`src/rtl/ex_defines.svh`:
```
//////////////////////////////////////////////////
// Shared widths of the execute stage
// The mul and div datapaths are sized for a
// 32-bit word, so EX_XLEN must stay at 32
//////////////////////////////////////////////////

`ifndef EX_DEFINES_SVH
`define EX_DEFINES_SVH

// Data word
`define EX_XLEN 32
// Destination register address
`define EX_RADDR_W 5
// Op field, shared by ALU and mul/div encodings
`define EX_OP_W 4

`endif

```
`src/rtl/ex_pkg.sv`:
```
//////////////////////////////////////////////////
// Types of the execute stage
// The op word is decoded by the unit select
//////////////////////////////////////////////////

`include "ex_defines.svh"

package ex_pkg;

  // Functional unit select
  typedef enum logic [1:0] {
    UNIT_ALU = 2'd0,
    UNIT_MUL = 2'd1,
    UNIT_DIV = 2'd2
  } ex_unit_e;

  // ALU operators, compares last
  typedef enum logic [`EX_OP_W-1:0] {
    ALU_ADD, ALU_SUB, ALU_AND, ALU_OR, ALU_XOR, ALU_SLL,
    ALU_SRL, ALU_SRA, ALU_SLT, ALU_SLTU, ALU_EQ, ALU_NE
  } alu_op_e;

  // Mul/div operator, upper bits unused
  typedef struct packed {
    logic [1:0] pad;
    logic [1:0] md_sel;
  } md_op_t;

  // md_sel meaning with UNIT_MUL
  localparam logic [1:0] MD_MUL    = 2'd0;
  localparam logic [1:0] MD_MULH   = 2'd1;
  localparam logic [1:0] MD_MULHSU = 2'd2;
  localparam logic [1:0] MD_MULHU  = 2'd3;
  // md_sel meaning with UNIT_DIV
  localparam logic [1:0] MD_DIV    = 2'd0;
  localparam logic [1:0] MD_DIVU   = 2'd1;
  localparam logic [1:0] MD_REM    = 2'd2;
  localparam logic [1:0] MD_REMU   = 2'd3;

  // One op word, two readings
  typedef union packed {
    alu_op_e alu;
    md_op_t  md;
  } ex_op_u;

endpackage

```
`src/rtl/div_alu_if.sv`:
```
//////////////////////////////////////////////////
// Divider access to the ALU shifter and CLZ
// Results are combinational, in the request cycle
//////////////////////////////////////////////////

`timescale 1ns/1ns
`include "ex_defines.svh"

interface div_alu_if;

  // Requests from the divider
  logic               shift_en;
  logic [5:0]         shift_amt;
  logic               clz_en;
  logic [`EX_XLEN-1:0] clz_data;
  // Answers from the ALU
  logic [`EX_XLEN-1:0] shifted;
  logic [5:0]         clz_result;

  modport requester (output shift_en, shift_amt, clz_en, clz_data,
                     input  shifted, clz_result);
  modport server    (input  shift_en, shift_amt, clz_en, clz_data,
                     output shifted, clz_result);

endinterface

```
`src/rtl/ex_alu.sv`:
```
//////////////////////////////////////////////////
// Single-cycle ALU with compare flag
// Shifter and CLZ are lent to the divider, which
// only asks while no ALU op is in flight
//////////////////////////////////////////////////

`timescale 1ns/1ns
`include "ex_defines.svh"

module ex_alu (
  input  logic                clk,
  input  logic                rst_n,
  input  ex_pkg::alu_op_e     operator_i,
  input  logic [`EX_XLEN-1:0] operand_a_i,
  input  logic [`EX_XLEN-1:0] operand_b_i,
  output logic [`EX_XLEN-1:0] result_o,
  output logic                cmp_result_o,
  div_alu_if.server           div_if
);
  import ex_pkg::*;

  logic                use_sub;
  logic [`EX_XLEN-1:0] adder_res;
  logic                is_eq;
  logic                lt_s;
  logic                lt_u;
  logic [`EX_XLEN-1:0] sh_in;
  logic [5:0]          sh_amt;
  logic [`EX_XLEN-1:0] sh_left;
  logic [`EX_XLEN-1:0] sh_right;
  logic [`EX_XLEN-1:0] sh_arith;
  logic [`EX_XLEN-1:0] clz_in;
  logic [5:0]          clz_cnt;
  logic [5:0]          clz_hold_q;

  // One adder subtracts by inverting b and carrying in
  assign use_sub   = (operator_i == ALU_SUB);
  assign adder_res = operand_a_i + (use_sub ? ~operand_b_i : operand_b_i)
                     + `EX_XLEN'(use_sub);

  assign is_eq = (operand_a_i == operand_b_i);
  assign lt_s  = ($signed(operand_a_i) < $signed(operand_b_i));
  assign lt_u  = (operand_a_i < operand_b_i);

  ////////////////////////////////////////////////
  // Shared shifter and leading-zero count
  ////////////////////////////////////////////////

  // Divider request overrides the operands
  assign sh_in    = div_if.shift_en ? div_if.clz_data : operand_a_i;
  assign sh_amt   = div_if.shift_en ? div_if.shift_amt : {1'b0, operand_b_i[4:0]};
  assign sh_left  = sh_in << sh_amt;
  assign sh_right = sh_in >> sh_amt;
  assign sh_arith = $unsigned($signed(sh_in) >>> sh_amt);
  assign div_if.shifted = sh_left;

  assign clz_in = div_if.clz_en ? div_if.clz_data : operand_a_i;

  // Highest set bit wins and a zero word counts 32
  always_comb begin
    clz_cnt = 6'd32;
    for (int i = 0; i < `EX_XLEN; i++) begin
      if (clz_in[i]) clz_cnt = 6'(`EX_XLEN - 1 - i);
    end
  end

  // Count is kept so the divider can read it during its loop
  always_ff @(posedge clk or negedge rst_n) begin
    if (!rst_n) begin
      clz_hold_q <= '0;
    end else if (div_if.clz_en) begin
      clz_hold_q <= clz_cnt;
    end
  end

  assign div_if.clz_result = div_if.clz_en ? clz_cnt : clz_hold_q;

  // Result and compare select
  always_comb begin
    result_o     = adder_res;
    cmp_result_o = 1'b0;
    case (operator_i)
      ALU_AND:  result_o = operand_a_i & operand_b_i;
      ALU_OR:   result_o = operand_a_i | operand_b_i;
      ALU_XOR:  result_o = operand_a_i ^ operand_b_i;
      ALU_SLL:  result_o = sh_left;
      ALU_SRL:  result_o = sh_right;
      ALU_SRA:  result_o = sh_arith;
      ALU_SLT:  cmp_result_o = lt_s;
      ALU_SLTU: cmp_result_o = lt_u;
      ALU_EQ:   cmp_result_o = is_eq;
      ALU_NE:   cmp_result_o = !is_eq;
      // Add and subtract keep the adder result
      default: ;
    endcase
    // Compares write the flag as a 0/1 word
    if (operator_i inside {ALU_SLT, ALU_SLTU, ALU_EQ, ALU_NE}) begin
      result_o = {{(`EX_XLEN-1){1'b0}}, cmp_result_o};
    end
  end

endmodule

```
`src/rtl/ex_mult.sv`:
```
//////////////////////////////////////////////////
// Two-cycle multiplier, MUL/MULH/MULHSU/MULHU
// Cycle 0 latches partial products, cycle 1 sums
//////////////////////////////////////////////////

`timescale 1ns/1ns
`include "ex_defines.svh"

module ex_mult (
  input  logic                clk,
  input  logic                rst_n,
  input  ex_pkg::md_op_t      operator_i,
  input  logic [`EX_XLEN-1:0] op_a_i,
  input  logic [`EX_XLEN-1:0] op_b_i,
  input  logic                valid_i,
  input  logic                ready_i,
  output logic [`EX_XLEN-1:0] result_o,
  output logic                ready_o,
  output logic                valid_o
);
  import ex_pkg::*;

  logic               sign_a;
  logic               sign_b;
  logic signed [16:0] a_lo, a_hi, b_lo, b_hi;
  logic signed [33:0] pp_ll_q, pp_lh_q, pp_hl_q, pp_hh_q;
  logic signed [63:0] product;
  logic               hi_q;
  logic               busy_q;

  // Operand signedness by form, MUL low word does not care
  assign sign_a = (operator_i.md_sel == MD_MULH) || (operator_i.md_sel == MD_MULHSU);
  assign sign_b = (operator_i.md_sel == MD_MULH);

  // 16-bit halves plus a sign bit
  assign a_lo = {1'b0, op_a_i[15:0]};
  assign a_hi = {sign_a & op_a_i[31], op_a_i[31:16]};
  assign b_lo = {1'b0, op_b_i[15:0]};
  assign b_hi = {sign_b & op_b_i[31], op_b_i[31:16]};

  always_ff @(posedge clk) begin
    if (valid_i && !busy_q) begin
      pp_ll_q <= a_lo * b_lo;
      pp_lh_q <= a_lo * b_hi;
      pp_hl_q <= a_hi * b_lo;
      pp_hh_q <= a_hi * b_hi;
      hi_q    <= (operator_i.md_sel != MD_MUL);
    end
  end

  // Busy until the result is taken or the op is dropped
  always_ff @(posedge clk or negedge rst_n) begin
    if (!rst_n) begin
      busy_q <= 1'b0;
    end else if (!busy_q) begin
      busy_q <= valid_i;
    end else if (!valid_i || ready_i) begin
      busy_q <= 1'b0;
    end
  end

  // Product modulo 2^64 is exact for every form
  assign product  = (pp_hh_q <<< 32) + ((pp_lh_q + pp_hl_q) <<< 16) + pp_ll_q;
  assign result_o = hi_q ? product[63:32] : product[31:0];
  assign valid_o  = busy_q;
  assign ready_o  = busy_q ? ready_i : !valid_i;

endmodule

```
`src/rtl/ex_div.sv`:
```
//////////////////////////////////////////////////
// Shift-subtract divider and remainder
// Latency depends on the divisor's leading zeros
// Dropping valid_i aborts a running divide
//////////////////////////////////////////////////

`timescale 1ns/1ns
`include "ex_defines.svh"

module ex_div (
  input  logic                clk,
  input  logic                rst_n,
  input  ex_pkg::md_op_t      operator_i,
  input  logic [`EX_XLEN-1:0] op_a_i,
  input  logic [`EX_XLEN-1:0] op_b_i,
  input  logic                valid_i,
  input  logic                ready_i,
  output logic [`EX_XLEN-1:0] result_o,
  output logic                ready_o,
  output logic                valid_o,
  div_alu_if.requester        alu_if
);
  import ex_pkg::*;

  typedef enum logic [1:0] {IDLE, CLZ, DIVIDE, FINISH} div_state_e;

  div_state_e          state_q;
  logic [5:0]          iter_q;
  logic                sign_op;
  logic                a_neg, b_neg;
  logic [`EX_XLEN-1:0] a_mag, b_mag;
  logic                div_zero;
  logic                overflow;
  logic [`EX_XLEN-1:0] rem_q, dvs_q, quo_q;
  logic                neg_quo_q, neg_rem_q, is_rem_q;
  logic                rem_ge;

  // DIV and REM are the signed forms
  assign sign_op  = (operator_i.md_sel == MD_DIV) || (operator_i.md_sel == MD_REM);
  assign a_neg    = sign_op & op_a_i[`EX_XLEN-1];
  assign b_neg    = sign_op & op_b_i[`EX_XLEN-1];
  assign a_mag    = a_neg ? -op_a_i : op_a_i;
  assign b_mag    = b_neg ? -op_b_i : op_b_i;
  assign div_zero = (op_b_i == '0);
  assign overflow = sign_op && (op_a_i == {1'b1, {(`EX_XLEN-1){1'b0}}}) && (&op_b_i);

  ////////////////////////////////////////////////
  // Borrowed ALU logic
  ////////////////////////////////////////////////

  // Count and align the divisor in one cycle
  assign alu_if.clz_en    = (state_q == CLZ);
  assign alu_if.shift_en  = (state_q == CLZ);
  assign alu_if.clz_data  = dvs_q;
  assign alu_if.shift_amt = alu_if.clz_result;

  assign rem_ge = (rem_q >= dvs_q);

  // FSM, any state falls back to IDLE when the op goes away
  always_ff @(posedge clk or negedge rst_n) begin
    if (!rst_n) begin
      state_q <= IDLE;
      iter_q  <= '0;
    end else begin
      case (state_q)
        IDLE: begin
          if (valid_i) state_q <= (div_zero || overflow) ? FINISH : CLZ;
        end
        CLZ: begin
          iter_q  <= '0;
          state_q <= valid_i ? DIVIDE : IDLE;
        end
        DIVIDE: begin
          iter_q <= iter_q + 6'd1;
          // Quotient has clz+1 bits at most
          if (!valid_i) state_q <= IDLE;
          else if (iter_q == alu_if.clz_result) state_q <= FINISH;
        end
        default: begin
          if (!valid_i || ready_i) state_q <= IDLE;
        end
      endcase
    end
  end

  // Datapath
  always_ff @(posedge clk) begin
    case (state_q)
      IDLE: begin
        is_rem_q <= (operator_i.md_sel == MD_REM) || (operator_i.md_sel == MD_REMU);
        if (div_zero) begin
          // x / 0 is all ones, x % 0 is x
          quo_q     <= '1;
          rem_q     <= op_a_i;
          neg_quo_q <= 1'b0;
          neg_rem_q <= 1'b0;
        end else if (overflow) begin
          // Most negative / -1 keeps the dividend, remainder zero
          quo_q     <= op_a_i;
          rem_q     <= '0;
          neg_quo_q <= 1'b0;
          neg_rem_q <= 1'b0;
        end else begin
          rem_q     <= a_mag;
          dvs_q     <= b_mag;
          quo_q     <= '0;
          neg_quo_q <= a_neg ^ b_neg;
          neg_rem_q <= a_neg;
        end
      end
      CLZ:    dvs_q <= alu_if.shifted;
      DIVIDE: begin
        // One restoring step per cycle
        if (rem_ge) rem_q <= rem_q - dvs_q;
        quo_q <= {quo_q[`EX_XLEN-2:0], rem_ge};
        dvs_q <= dvs_q >> 1;
      end
      default: ;
    endcase
  end

  // Sign correction, remainder follows the dividend
  assign result_o = is_rem_q ? (neg_rem_q ? -rem_q : rem_q)
                             : (neg_quo_q ? -quo_q : quo_q);
  assign valid_o  = (state_q == FINISH);
  assign ready_o  = (state_q == IDLE) ? !valid_i : ((state_q == FINISH) && ready_i);

endmodule

```
`src/rtl/ex_stage.sv`:
```
//////////////////////////////////////////////////
// Execute stage with ALU, MUL and DIV units
// One op at a time, held by the source until it
// transfers into the EX/WB register
//////////////////////////////////////////////////

`timescale 1ns/1ns
`include "ex_defines.svh"

module ex_stage (
  input  logic                   clk,
  input  logic                   rst_n,
  input  logic                   instr_valid_i,
  input  ex_pkg::ex_unit_e       unit_i,
  input  ex_pkg::ex_op_u         op_i,
  input  logic [`EX_XLEN-1:0]    operand_a_i,
  input  logic [`EX_XLEN-1:0]    operand_b_i,
  input  logic [`EX_RADDR_W-1:0] rd_i,
  input  logic                   kill_i,
  input  logic                   halt_i,
  input  logic                   wb_ready_i,
  output logic                   ex_ready_o,
  output logic                   branch_taken_o,
  output logic                   wb_valid_o,
  output logic [`EX_RADDR_W-1:0] wb_rd_o,
  output logic [`EX_XLEN-1:0]    wb_wdata_o
);
  import ex_pkg::*;

  logic                instr_valid;
  logic                mul_en, div_en;
  logic                alu_ready;
  logic                mul_ready, mul_valid;
  logic                div_ready, div_valid;
  logic                ex_valid;
  logic [`EX_XLEN-1:0] alu_result, mul_result, div_result;
  logic [`EX_XLEN-1:0] ex_result;

  div_alu_if div_alu_bus ();

  // Kill and halt both hold the units off
  assign instr_valid = instr_valid_i && !kill_i && !halt_i;
  assign mul_en      = instr_valid && (unit_i == UNIT_MUL);
  assign div_en      = instr_valid && (unit_i == UNIT_DIV);

  ex_alu u_alu (
    .clk          (clk),
    .rst_n        (rst_n),
    .operator_i   (op_i.alu),
    .operand_a_i  (operand_a_i),
    .operand_b_i  (operand_b_i),
    .result_o     (alu_result),
    .cmp_result_o (branch_taken_o),
    .div_if       (div_alu_bus)
  );

  ex_mult u_mult (
    .clk        (clk),
    .rst_n      (rst_n),
    .operator_i (op_i.md),
    .op_a_i     (operand_a_i),
    .op_b_i     (operand_b_i),
    .valid_i    (mul_en),
    .ready_i    (wb_ready_i),
    .result_o   (mul_result),
    .ready_o    (mul_ready),
    .valid_o    (mul_valid)
  );

  ex_div u_div (
    .clk        (clk),
    .rst_n      (rst_n),
    .operator_i (op_i.md),
    .op_a_i     (operand_a_i),
    .op_b_i     (operand_b_i),
    .valid_i    (div_en),
    .ready_i    (wb_ready_i),
    .result_o   (div_result),
    .ready_o    (div_ready),
    .valid_o    (div_valid),
    .alu_if     (div_alu_bus)
  );

  // ALU result is ready in the same cycle
  assign alu_ready = wb_ready_i;

  always_comb begin
    case (unit_i)
      UNIT_MUL: begin
        ex_result = mul_result;
        ex_valid  = instr_valid && mul_valid;
      end
      UNIT_DIV: begin
        ex_result = div_result;
        ex_valid  = instr_valid && div_valid;
      end
      default: begin
        ex_result = alu_result;
        ex_valid  = instr_valid;
      end
    endcase
  end

  assign ex_ready_o = kill_i || (alu_ready && mul_ready && div_ready && wb_ready_i && !halt_i);

  ////////////////////////////////////////////////
  // EX/WB pipeline register
  ////////////////////////////////////////////////

  always_ff @(posedge clk or negedge rst_n) begin
    if (!rst_n) begin
      wb_valid_o <= 1'b0;
      wb_rd_o    <= '0;
      wb_wdata_o <= '0;
    end else if (ex_valid && wb_ready_i) begin
      wb_valid_o <= 1'b1;
      wb_rd_o    <= rd_i;
      wb_wdata_o <= ex_result;
    end else if (wb_ready_i) begin
      // Nothing to hand over, insert a bubble
      wb_valid_o <= 1'b0;
    end
  end

endmodule

```
`src/rtl/ex_top.sv`:
```
//////////////////////////////////////////////////
// Execute stage top with plain vector ports
// unit_i 2'd3 is decoded as the ALU
//////////////////////////////////////////////////

`timescale 1ns/1ns
`include "ex_defines.svh"

module ex_top (
  input  logic                   clk,
  input  logic                   rst_n,
  input  logic                   instr_valid_i,
  input  logic [1:0]             unit_i,
  input  logic [3:0]             op_i,
  input  logic [`EX_XLEN-1:0]    operand_a_i,
  input  logic [`EX_XLEN-1:0]    operand_b_i,
  input  logic [`EX_RADDR_W-1:0] rd_i,
  input  logic                   kill_i,
  input  logic                   halt_i,
  input  logic                   wb_ready_i,
  output logic                   ex_ready_o,
  output logic                   branch_taken_o,
  output logic                   wb_valid_o,
  output logic [`EX_RADDR_W-1:0] wb_rd_o,
  output logic [`EX_XLEN-1:0]    wb_wdata_o
);
  import ex_pkg::*;

  // Vectors take on the stage's types here
  ex_stage u_ex_stage (
    .clk            (clk),
    .rst_n          (rst_n),
    .instr_valid_i  (instr_valid_i),
    .unit_i         (ex_unit_e'(unit_i)),
    .op_i           (ex_op_u'(op_i)),
    .operand_a_i    (operand_a_i),
    .operand_b_i    (operand_b_i),
    .rd_i           (rd_i),
    .kill_i         (kill_i),
    .halt_i         (halt_i),
    .wb_ready_i     (wb_ready_i),
    .ex_ready_o     (ex_ready_o),
    .branch_taken_o (branch_taken_o),
    .wb_valid_o     (wb_valid_o),
    .wb_rd_o        (wb_rd_o),
    .wb_wdata_o     (wb_wdata_o)
  );

endmodule

```
`config.mk`:
```
export PLATFORM = sky130hd
export DESIGN_NAME = ex_top
export DESIGN_NICKNAME = d
export VERILOG_FILES = /design/src/rtl/ex_pkg.sv /design/src/rtl/div_alu_if.sv /design/src/rtl/ex_alu.sv /design/src/rtl/ex_mult.sv /design/src/rtl/ex_div.sv /design/src/rtl/ex_stage.sv /design/src/rtl/ex_top.sv
export VERILOG_INCLUDE_DIRS = /design/src /design/src/rtl
export SDC_FILE = /design/constraint.sdc
export NUM_CORES = 2
export LEC_CHECK = 0
export ABC_AREA = 1
export BUFFER_PORTS_ARGS = -buffer_cell sky130_fd_sc_hd__buf_2
export CORE_MARGIN = 2
export CORE_UTILIZATION = 30
export DETAILED_ROUTE_END_ITERATION = 6
export PLACE_DENSITY = 0.52
export SLEW_MARGIN = 20
export SYNTH_ARGS = -nofsm -noshare
export SYNTH_HDL_FRONTEND = slang
export SYNTH_SLANG_ARGS = --single-unit
```
`constraint.sdc`:
```
create_clock -name clk -period 17.5 [get_ports clk]
set_clock_uncertainty 0.05 [all_clocks]
set_input_delay 0.875 -clock clk [delete_from_list [all_inputs] [get_ports clk]]
set_output_delay 0.875 -clock clk [all_outputs]
set_load 0.01 [all_outputs]
```
Word level (Yosys, flattened, before mapping)
Cells that the tools add are included.
{"block": "word_totals", "latch_bits": 0, "n_memories": 0, "ff_bits": 285, "ram_bits": 0, "wordCells": 189, "inputBits": 81, "out_inout_bits": 40, "romBits": 0}
{"block": "op_classes", "n_eq_ne": 27, "mul": 4, "mux": 71, "shifts": 3, "div": 0, "n_bitwise": 9, "n_reduce_logical": 43, "magnitude_cmp": 3, "addsub": 11}
{"op": "32-bit two-way mux", "n": 16}
{"op": "6-bit two-way mux", "n": 34}
{"op": "32-bit one-hot mux with 2 select lines", "n": 3}
{"op": "32-bit one-hot mux with 6 select lines", "n": 1}
{"op": "32-bit negation", "n": 4}
{"op": "32-bit one-hot mux with 3 select lines", "n": 1}
{"op": "17-bit by 17-bit multiplier with 34-bit output", "n": 2}
{"op": "64-bit by 33-bit adder with 64-bit output", "n": 1}
{"op": "64-bit by 51-bit adder with 64-bit output", "n": 1}
{"op": "32-bit < comparator", "n": 2}
{"op": "34-bit by 34-bit adder with 35-bit output", "n": 1}
{"op": "32-bit by 1-bit adder with 32-bit output", "n": 1}
{"op": "32-bit adder", "n": 1}
{"op": "32-bit AND", "n": 1}
{"op": "32-bit equality test", "n": 1}
{"op": "32-bit equality test, second input constant", "n": 1}
{"op": "32-bit >= comparator", "n": 1}
{"op": "32-bit logical NOT", "n": 1}
{"op": "16-bit by 16-bit multiplier with 32-bit output", "n": 1}
{"op": "17-bit by 17-bit multiplier with 32-bit output", "n": 1}
{"op": "32-bit NOT", "n": 1}
{"op": "32-bit OR", "n": 1}
{"op": "32-bit AND reduction", "n": 1}
{"op": "32-bit by 6-bit << shifter with 32-bit output", "n": 1}
{"op": "32 further kinds", "n": 92}

Longest topological paths before layout
{"block": "logic_depth", "word_depth": 40, "ltp_mapped": 52, "depth_no_buf": 51}

Cells and area by module
A second synthesis with hierarchy kept.
{"block": "unflattened", "hier_cells": 10542, "hier_area_um2": 73755.7}
{"mod": "ex_mult", "instances": 1, "area_per_inst_um2": 50071.8, "cells_each": 6465, "seq_area_each_um2": 4018.9}
{"mod": "ex_div", "instances": 1, "area_per_inst_um2": 11687.5, "cells_each": 1953, "seq_area_each_um2": 3173.0}
{"mod": "ex_alu", "instances": 1, "area_per_inst_um2": 9530.4, "cells_each": 1735, "seq_area_each_um2": 150.1}
{"mod": "ex_stage", "instances": 1, "area_per_inst_um2": 2466.1, "cells_each": 389, "seq_area_each_um2": 950.9}

Worst setup path after synthesis
Ideal clock, no wire load.
{"block": "synth_path", "path_kind": "input port to output port", "start": "input unit_i[1]", "end": "output ex_ready_o", "stages": 6, "t_required_ns": 16.575, "arrival_ns": 7.576, "slack_ns": 8.999, "path_buffers": 1, "path_cell_list": "inv_1 > ha_1 > clkbuf_1 > nand2_1 > nor2_1 > o41ai_1"}
{"block": "synth_via", "elab_chain_len": 9, "word_cells_on_any_way": 13, "classes_between": "eq/ne: 2; mux: 2; reduce/logical: 9"}
{"element": "from (decl)", "line_no": "ex_top.sv:13", "text": "input logic [1:0] unit_i,"}
{"element": "2-bit by 1-bit equality test with 1-bit output", "line_no": "ex_stage.sv:43", "text": "assign mul_en = instr_valid && (unit_i == UNIT_MUL);"}
{"element": "1-bit logical AND", "line_no": "ex_stage.sv:43"}
{"element": "1-bit logical NOT", "line_no": "ex_mult.sv:66", "text": "assign ready_o = busy_q ? ready_i : !valid_i;"}
{"element": "1-bit two-way mux", "line_no": "ex_mult.sv:66"}
{"element": "1-bit logical AND", "line_no": "ex_stage.sv:104", "text": "assign ex_ready_o = kill_i || (alu_ready && mul_ready && div_ready && wb_ready_i && !halt_i);"}
{"element": "1-bit logical AND (*) (3 in series)", "line_no": "ex_stage.sv:104"}
{"element": "1-bit logical OR (*)", "line_no": "ex_stage.sv:104"}
{"element": "to (decl)", "line_no": "ex_top.sv:21", "text": "output logic ex_ready_o,"}
Mark *: on every way between the ends. The rest lies on a longest branch, timed or not.

Worst setup path after layout
{"block": "layout_path", "start": "input operand_a_i[7]", "end": "register u_ex_stage.u_mult.pp_ll_q[30], data pin"}
{"block": "layout_via", "elab_chain_len": 1}
{"element": "from (decl)", "line_no": "ex_top.sv:15", "text": "input logic [`EX_XLEN-1:0] operand_a_i,"}
{"element": "16-bit by 16-bit multiplier with 32-bit output", "line_no": "ex_mult.sv:43", "text": "pp_ll_q <= a_lo * b_lo;"}
{"element": "to (signal assigned)", "line_no": "ex_mult.sv:43"}
{"element": "to (decl)", "line_no": "ex_mult.sv:26", "text": "logic signed [33:0] pp_ll_q, pp_lh_q, pp_hl_q, pp_hh_q;"}
Every way passes these cells.
A chain may end at the register's enable or synchronous reset.

==> out/metrics.yaml <==
grt_util_all_layers_pct: 24.24
post_cts_hold_buffer_count: 0
hold_violations: 0
area_growth_pct: 7.344
grt_max_degree: 76
drt_iter0_markers: 5559
cp_max_fo: 23
synth_area_leaders: "fa_1 (29%), ha_1 (12%), nand2_1 (11%), inv_1 (11%), edfxtp_1 (10%)"
syn_nets: 10430
synthCells: 8728
start_util_pct: 30.24
fin_ws_ps: 9446
timing.rr.start: "u_ex_stage.u_mult.pp_lh_q[0]"
critical_path_class: "in -> reg"
route.detailed.drc: 0
ys.flop_type: "edfxtp_1"
cpPeakStageDelay_ps: 530
required_ps: 17820
ys_seq_area_share_pct: 12.47
fin_nets: 10300
r2r_cells: 31
io_pins: 121
via_per_inst: 5.082
place_area_um2: 70000
first_global_vias: 60210
crit_start: "operand_a_i[7]"
ys_seq_elements: 285
finalInstanceArea_um2: 71380
die_h_um: 474.8
cts_root_buffer: "clkbuf_16"
fin_crit_ps: 8054
dieWidth_um: 474.8
fmax_mhz: 124.2
dp_slack_ps: 8899
drt_first_pass_iters: 7
drv_cap: 0
dpl.hpwl_um: 215000
slew_headroom_pct: 16.76
tightestPinTransition_ps: 1236
place_congestion: 0.9803
async_reset_ff_share_pct: 18.60
fin_crit_sh_pct: 46.02
cts_buffers: 42
cts_setup_buffers: 0
synth.largest_area_cell: "fa_1"
setup_viol: 0
path_clk_slew_ps: 60
slowest_stage: "fa_1"
critPathCaptureType: "flip-flop"
die_area_um2: 225400
yosysWarnings: 0
worst_setup_path_start_kind: "input port"
status: "finished clean"
power.leakage_nw: 37.12
port_buffers: 120
drtAntennaViolNets: 0
cp.arrival_ps: 8380
ctsResizeCount: 0
grt_overflow: 0
min_path_type: "in -> async"
synth.top_cell.area_share_pct: 29.14
clk_latency_ps: 650
vdd_drop_max_v: 0.0003471
cts_tree: "yes"
cts_buffer_depth: 3
synth_cell_type_count: 66
cts.sinks: 285
antenna_found_initial: 20
synth-edff-count: 232
wire_per_inst_um: 23.58
syn_avg_cell_area_um2: 7.619
core.rowCount: 172
fillerInstances: 23720
syn_area_um2: 66500
drive_above_1_share_pct: 4.867
vias: 58920
fin_tns_setup_ps: 0
pwr_density_cell_nw_per_um2: 226.9
drv_slew: 0
rsz0062_at_grt: "no"
core_area_um2: 219900
drt-total-wl_um: 273300
grt_first_pass_wirelength_um: 403600
h-tree-depth: 2
==> where the power goes <==
group | internal, mW | switching (mW) | leakage, nW | total, mW
combinational | 4.57 | 9.05 | 33.5 | 13.6
clock | 0.488 | 0.390 | 0.661 | 0.879
sequential | 1.53 | 0.167 | 2.91 | 1.70
==> metal layers <==
layer  GRT usage [%]  up-vias  share of wire (%)
li1                -    26660                  -
met2           39.16     2431                 46
met3           3.867      604                7.2
met5               0        -              0.038
met1           31.31    29210                 41
met4           12.18       16                6.0
==> final cells by class <==
cell class | instances | area [um2] | share of cell area, %
Multi-Input combinational cell | 6068 | 49140 | 68.84
Sequential cell | 285 | 8293 | 11.62
Inverter | 1955 | 7338 | 10.28
Tap cell | 2958 | 3701 | 5.185
Timing Repair Buffer | 244 | 1531 | 2.145
Clock buffer | 55 | 1161 | 1.627
Clock inverter | 22 | 197.7 | 0.2769
Antenna cell | 7 | 17.52 | 0.02454
==> synth_stat cells (32+ instances only) <==
| master | n |
|---|---|
| inv_1 | 1935 |
| fa_1 | 968 |
| a21oi_1 | 472 |
| clkbuf_1 | 270 |
| ha_1 | 657 |
| xor2_1 | 226 |
| nor3_1 | 71 |
| o211ai_1 | 35 |
| nand4_1 | 43 |
| nand3_1 | 502 |
| nand2_1 | 1977 |
| dfrtp_1 | 53 |
| buf_1 | 68 |
| edfxtp_1 | 232 |
| buf_2 | 63 |
| o21ai_0 | 343 |
| o21ai_1 | 32 |
| nor2_1 | 332 |
| xnor2_1 | 64 |
==> cells by family (layout without fill, tap and decap cells) <==
group / count (synthesis) / after routing / synth area share [%]
and+or+nand+nor: 3031 / 3031 / 18.93
AOI/OAI and AO/OA: 1122 / 1122 / 9.539
other: 0 / 7 / 0
DFF: 285 / 285 / 12.47
xor gates and xnor gates: 290 / 290 / 3.819
adders and majority gates: 1625 / 1625 / 41.50
buffers and inverters: 2375 / 2276 / 13.74
==> through the flow <==
step	power [mW]	utilization, %	instances	hold WS [ps]
finish	16.20	32.46	11590	314.7
detailed placement	15.25	31.83	11510	411.4
CTS	16.27	32.45	11590	323.5
global route	17.71	32.45	11590	389.5
floorplan	10.48	-	8728	388.4
global placement	15.24	31.82	11510	410.1
==> placed cells by master, fill, tap and decap left out, types with 226 or more instances in the layout <==
cell type | Yosys | layout
nand3_1 | 502 | 502
nand2_1 | 1977 | 1975
ha_1 | 657 | 656
inv_1 | 1935 | 1933
a21oi_1 | 472 | 472
xor2_1 | 226 | 226
o21ai_0 | 343 | 335
nor2_1 | 332 | 329
fa_1 | 968 | 968
edfxtp_1 | 232 | 232
==> path summary, 6_finish.rpt <==
path / slack [ps] / endpoint
worst max-delay path: 9450 / u_ex_stage.u_mult.pp_ll_q[30]
worst min-delay path: 310 / u_ex_stage.wb_rd_o[2]
worst max register to register: 10380 / u_ex_stage.wb_wdata_o[25]
worst min register to register: 430 / u_ex_stage.wb_rd_o[3]
max in group asynchronous: 16570 / u_ex_stage.u_div.iter_q[0]
min in group clk: 400 / u_ex_stage.wb_rd_o[4]
==> sequential cells by signal, summed over array words and instances (netlist names), 2 cells and up <==
register,flops
u_ex_stage.u_div.iter_q,6
u_ex_stage.wb_wdata_o,32
u_ex_stage.u_mult.pp_ll_q,32
u_ex_stage.u_div.quo_q,32
u_ex_stage.u_mult.pp_hh_q,32
u_ex_stage.u_div.rem_q,32
u_ex_stage.u_mult.pp_hl_q,34
u_ex_stage.u_mult.pp_lh_q,34
u_ex_stage.u_alu.clz_hold_q,6
u_ex_stage.u_div.state_q,2
u_ex_stage.u_div.alu_if.clz_data,32
u_ex_stage.wb_rd_o,5
==> critical path, delay by kind of cell <==
family / cells / cell delay [ps]
adders and majority gates: 8 / 3570
AOI/OAI and AO/OA: 8 / 1570
buffers and inverters: 8 / 1340
and+or+nand+nor: 9 / 810
xor gates and xnor gates: 1 / 140
No activity file was read; power rests on OpenSTA's default activity.
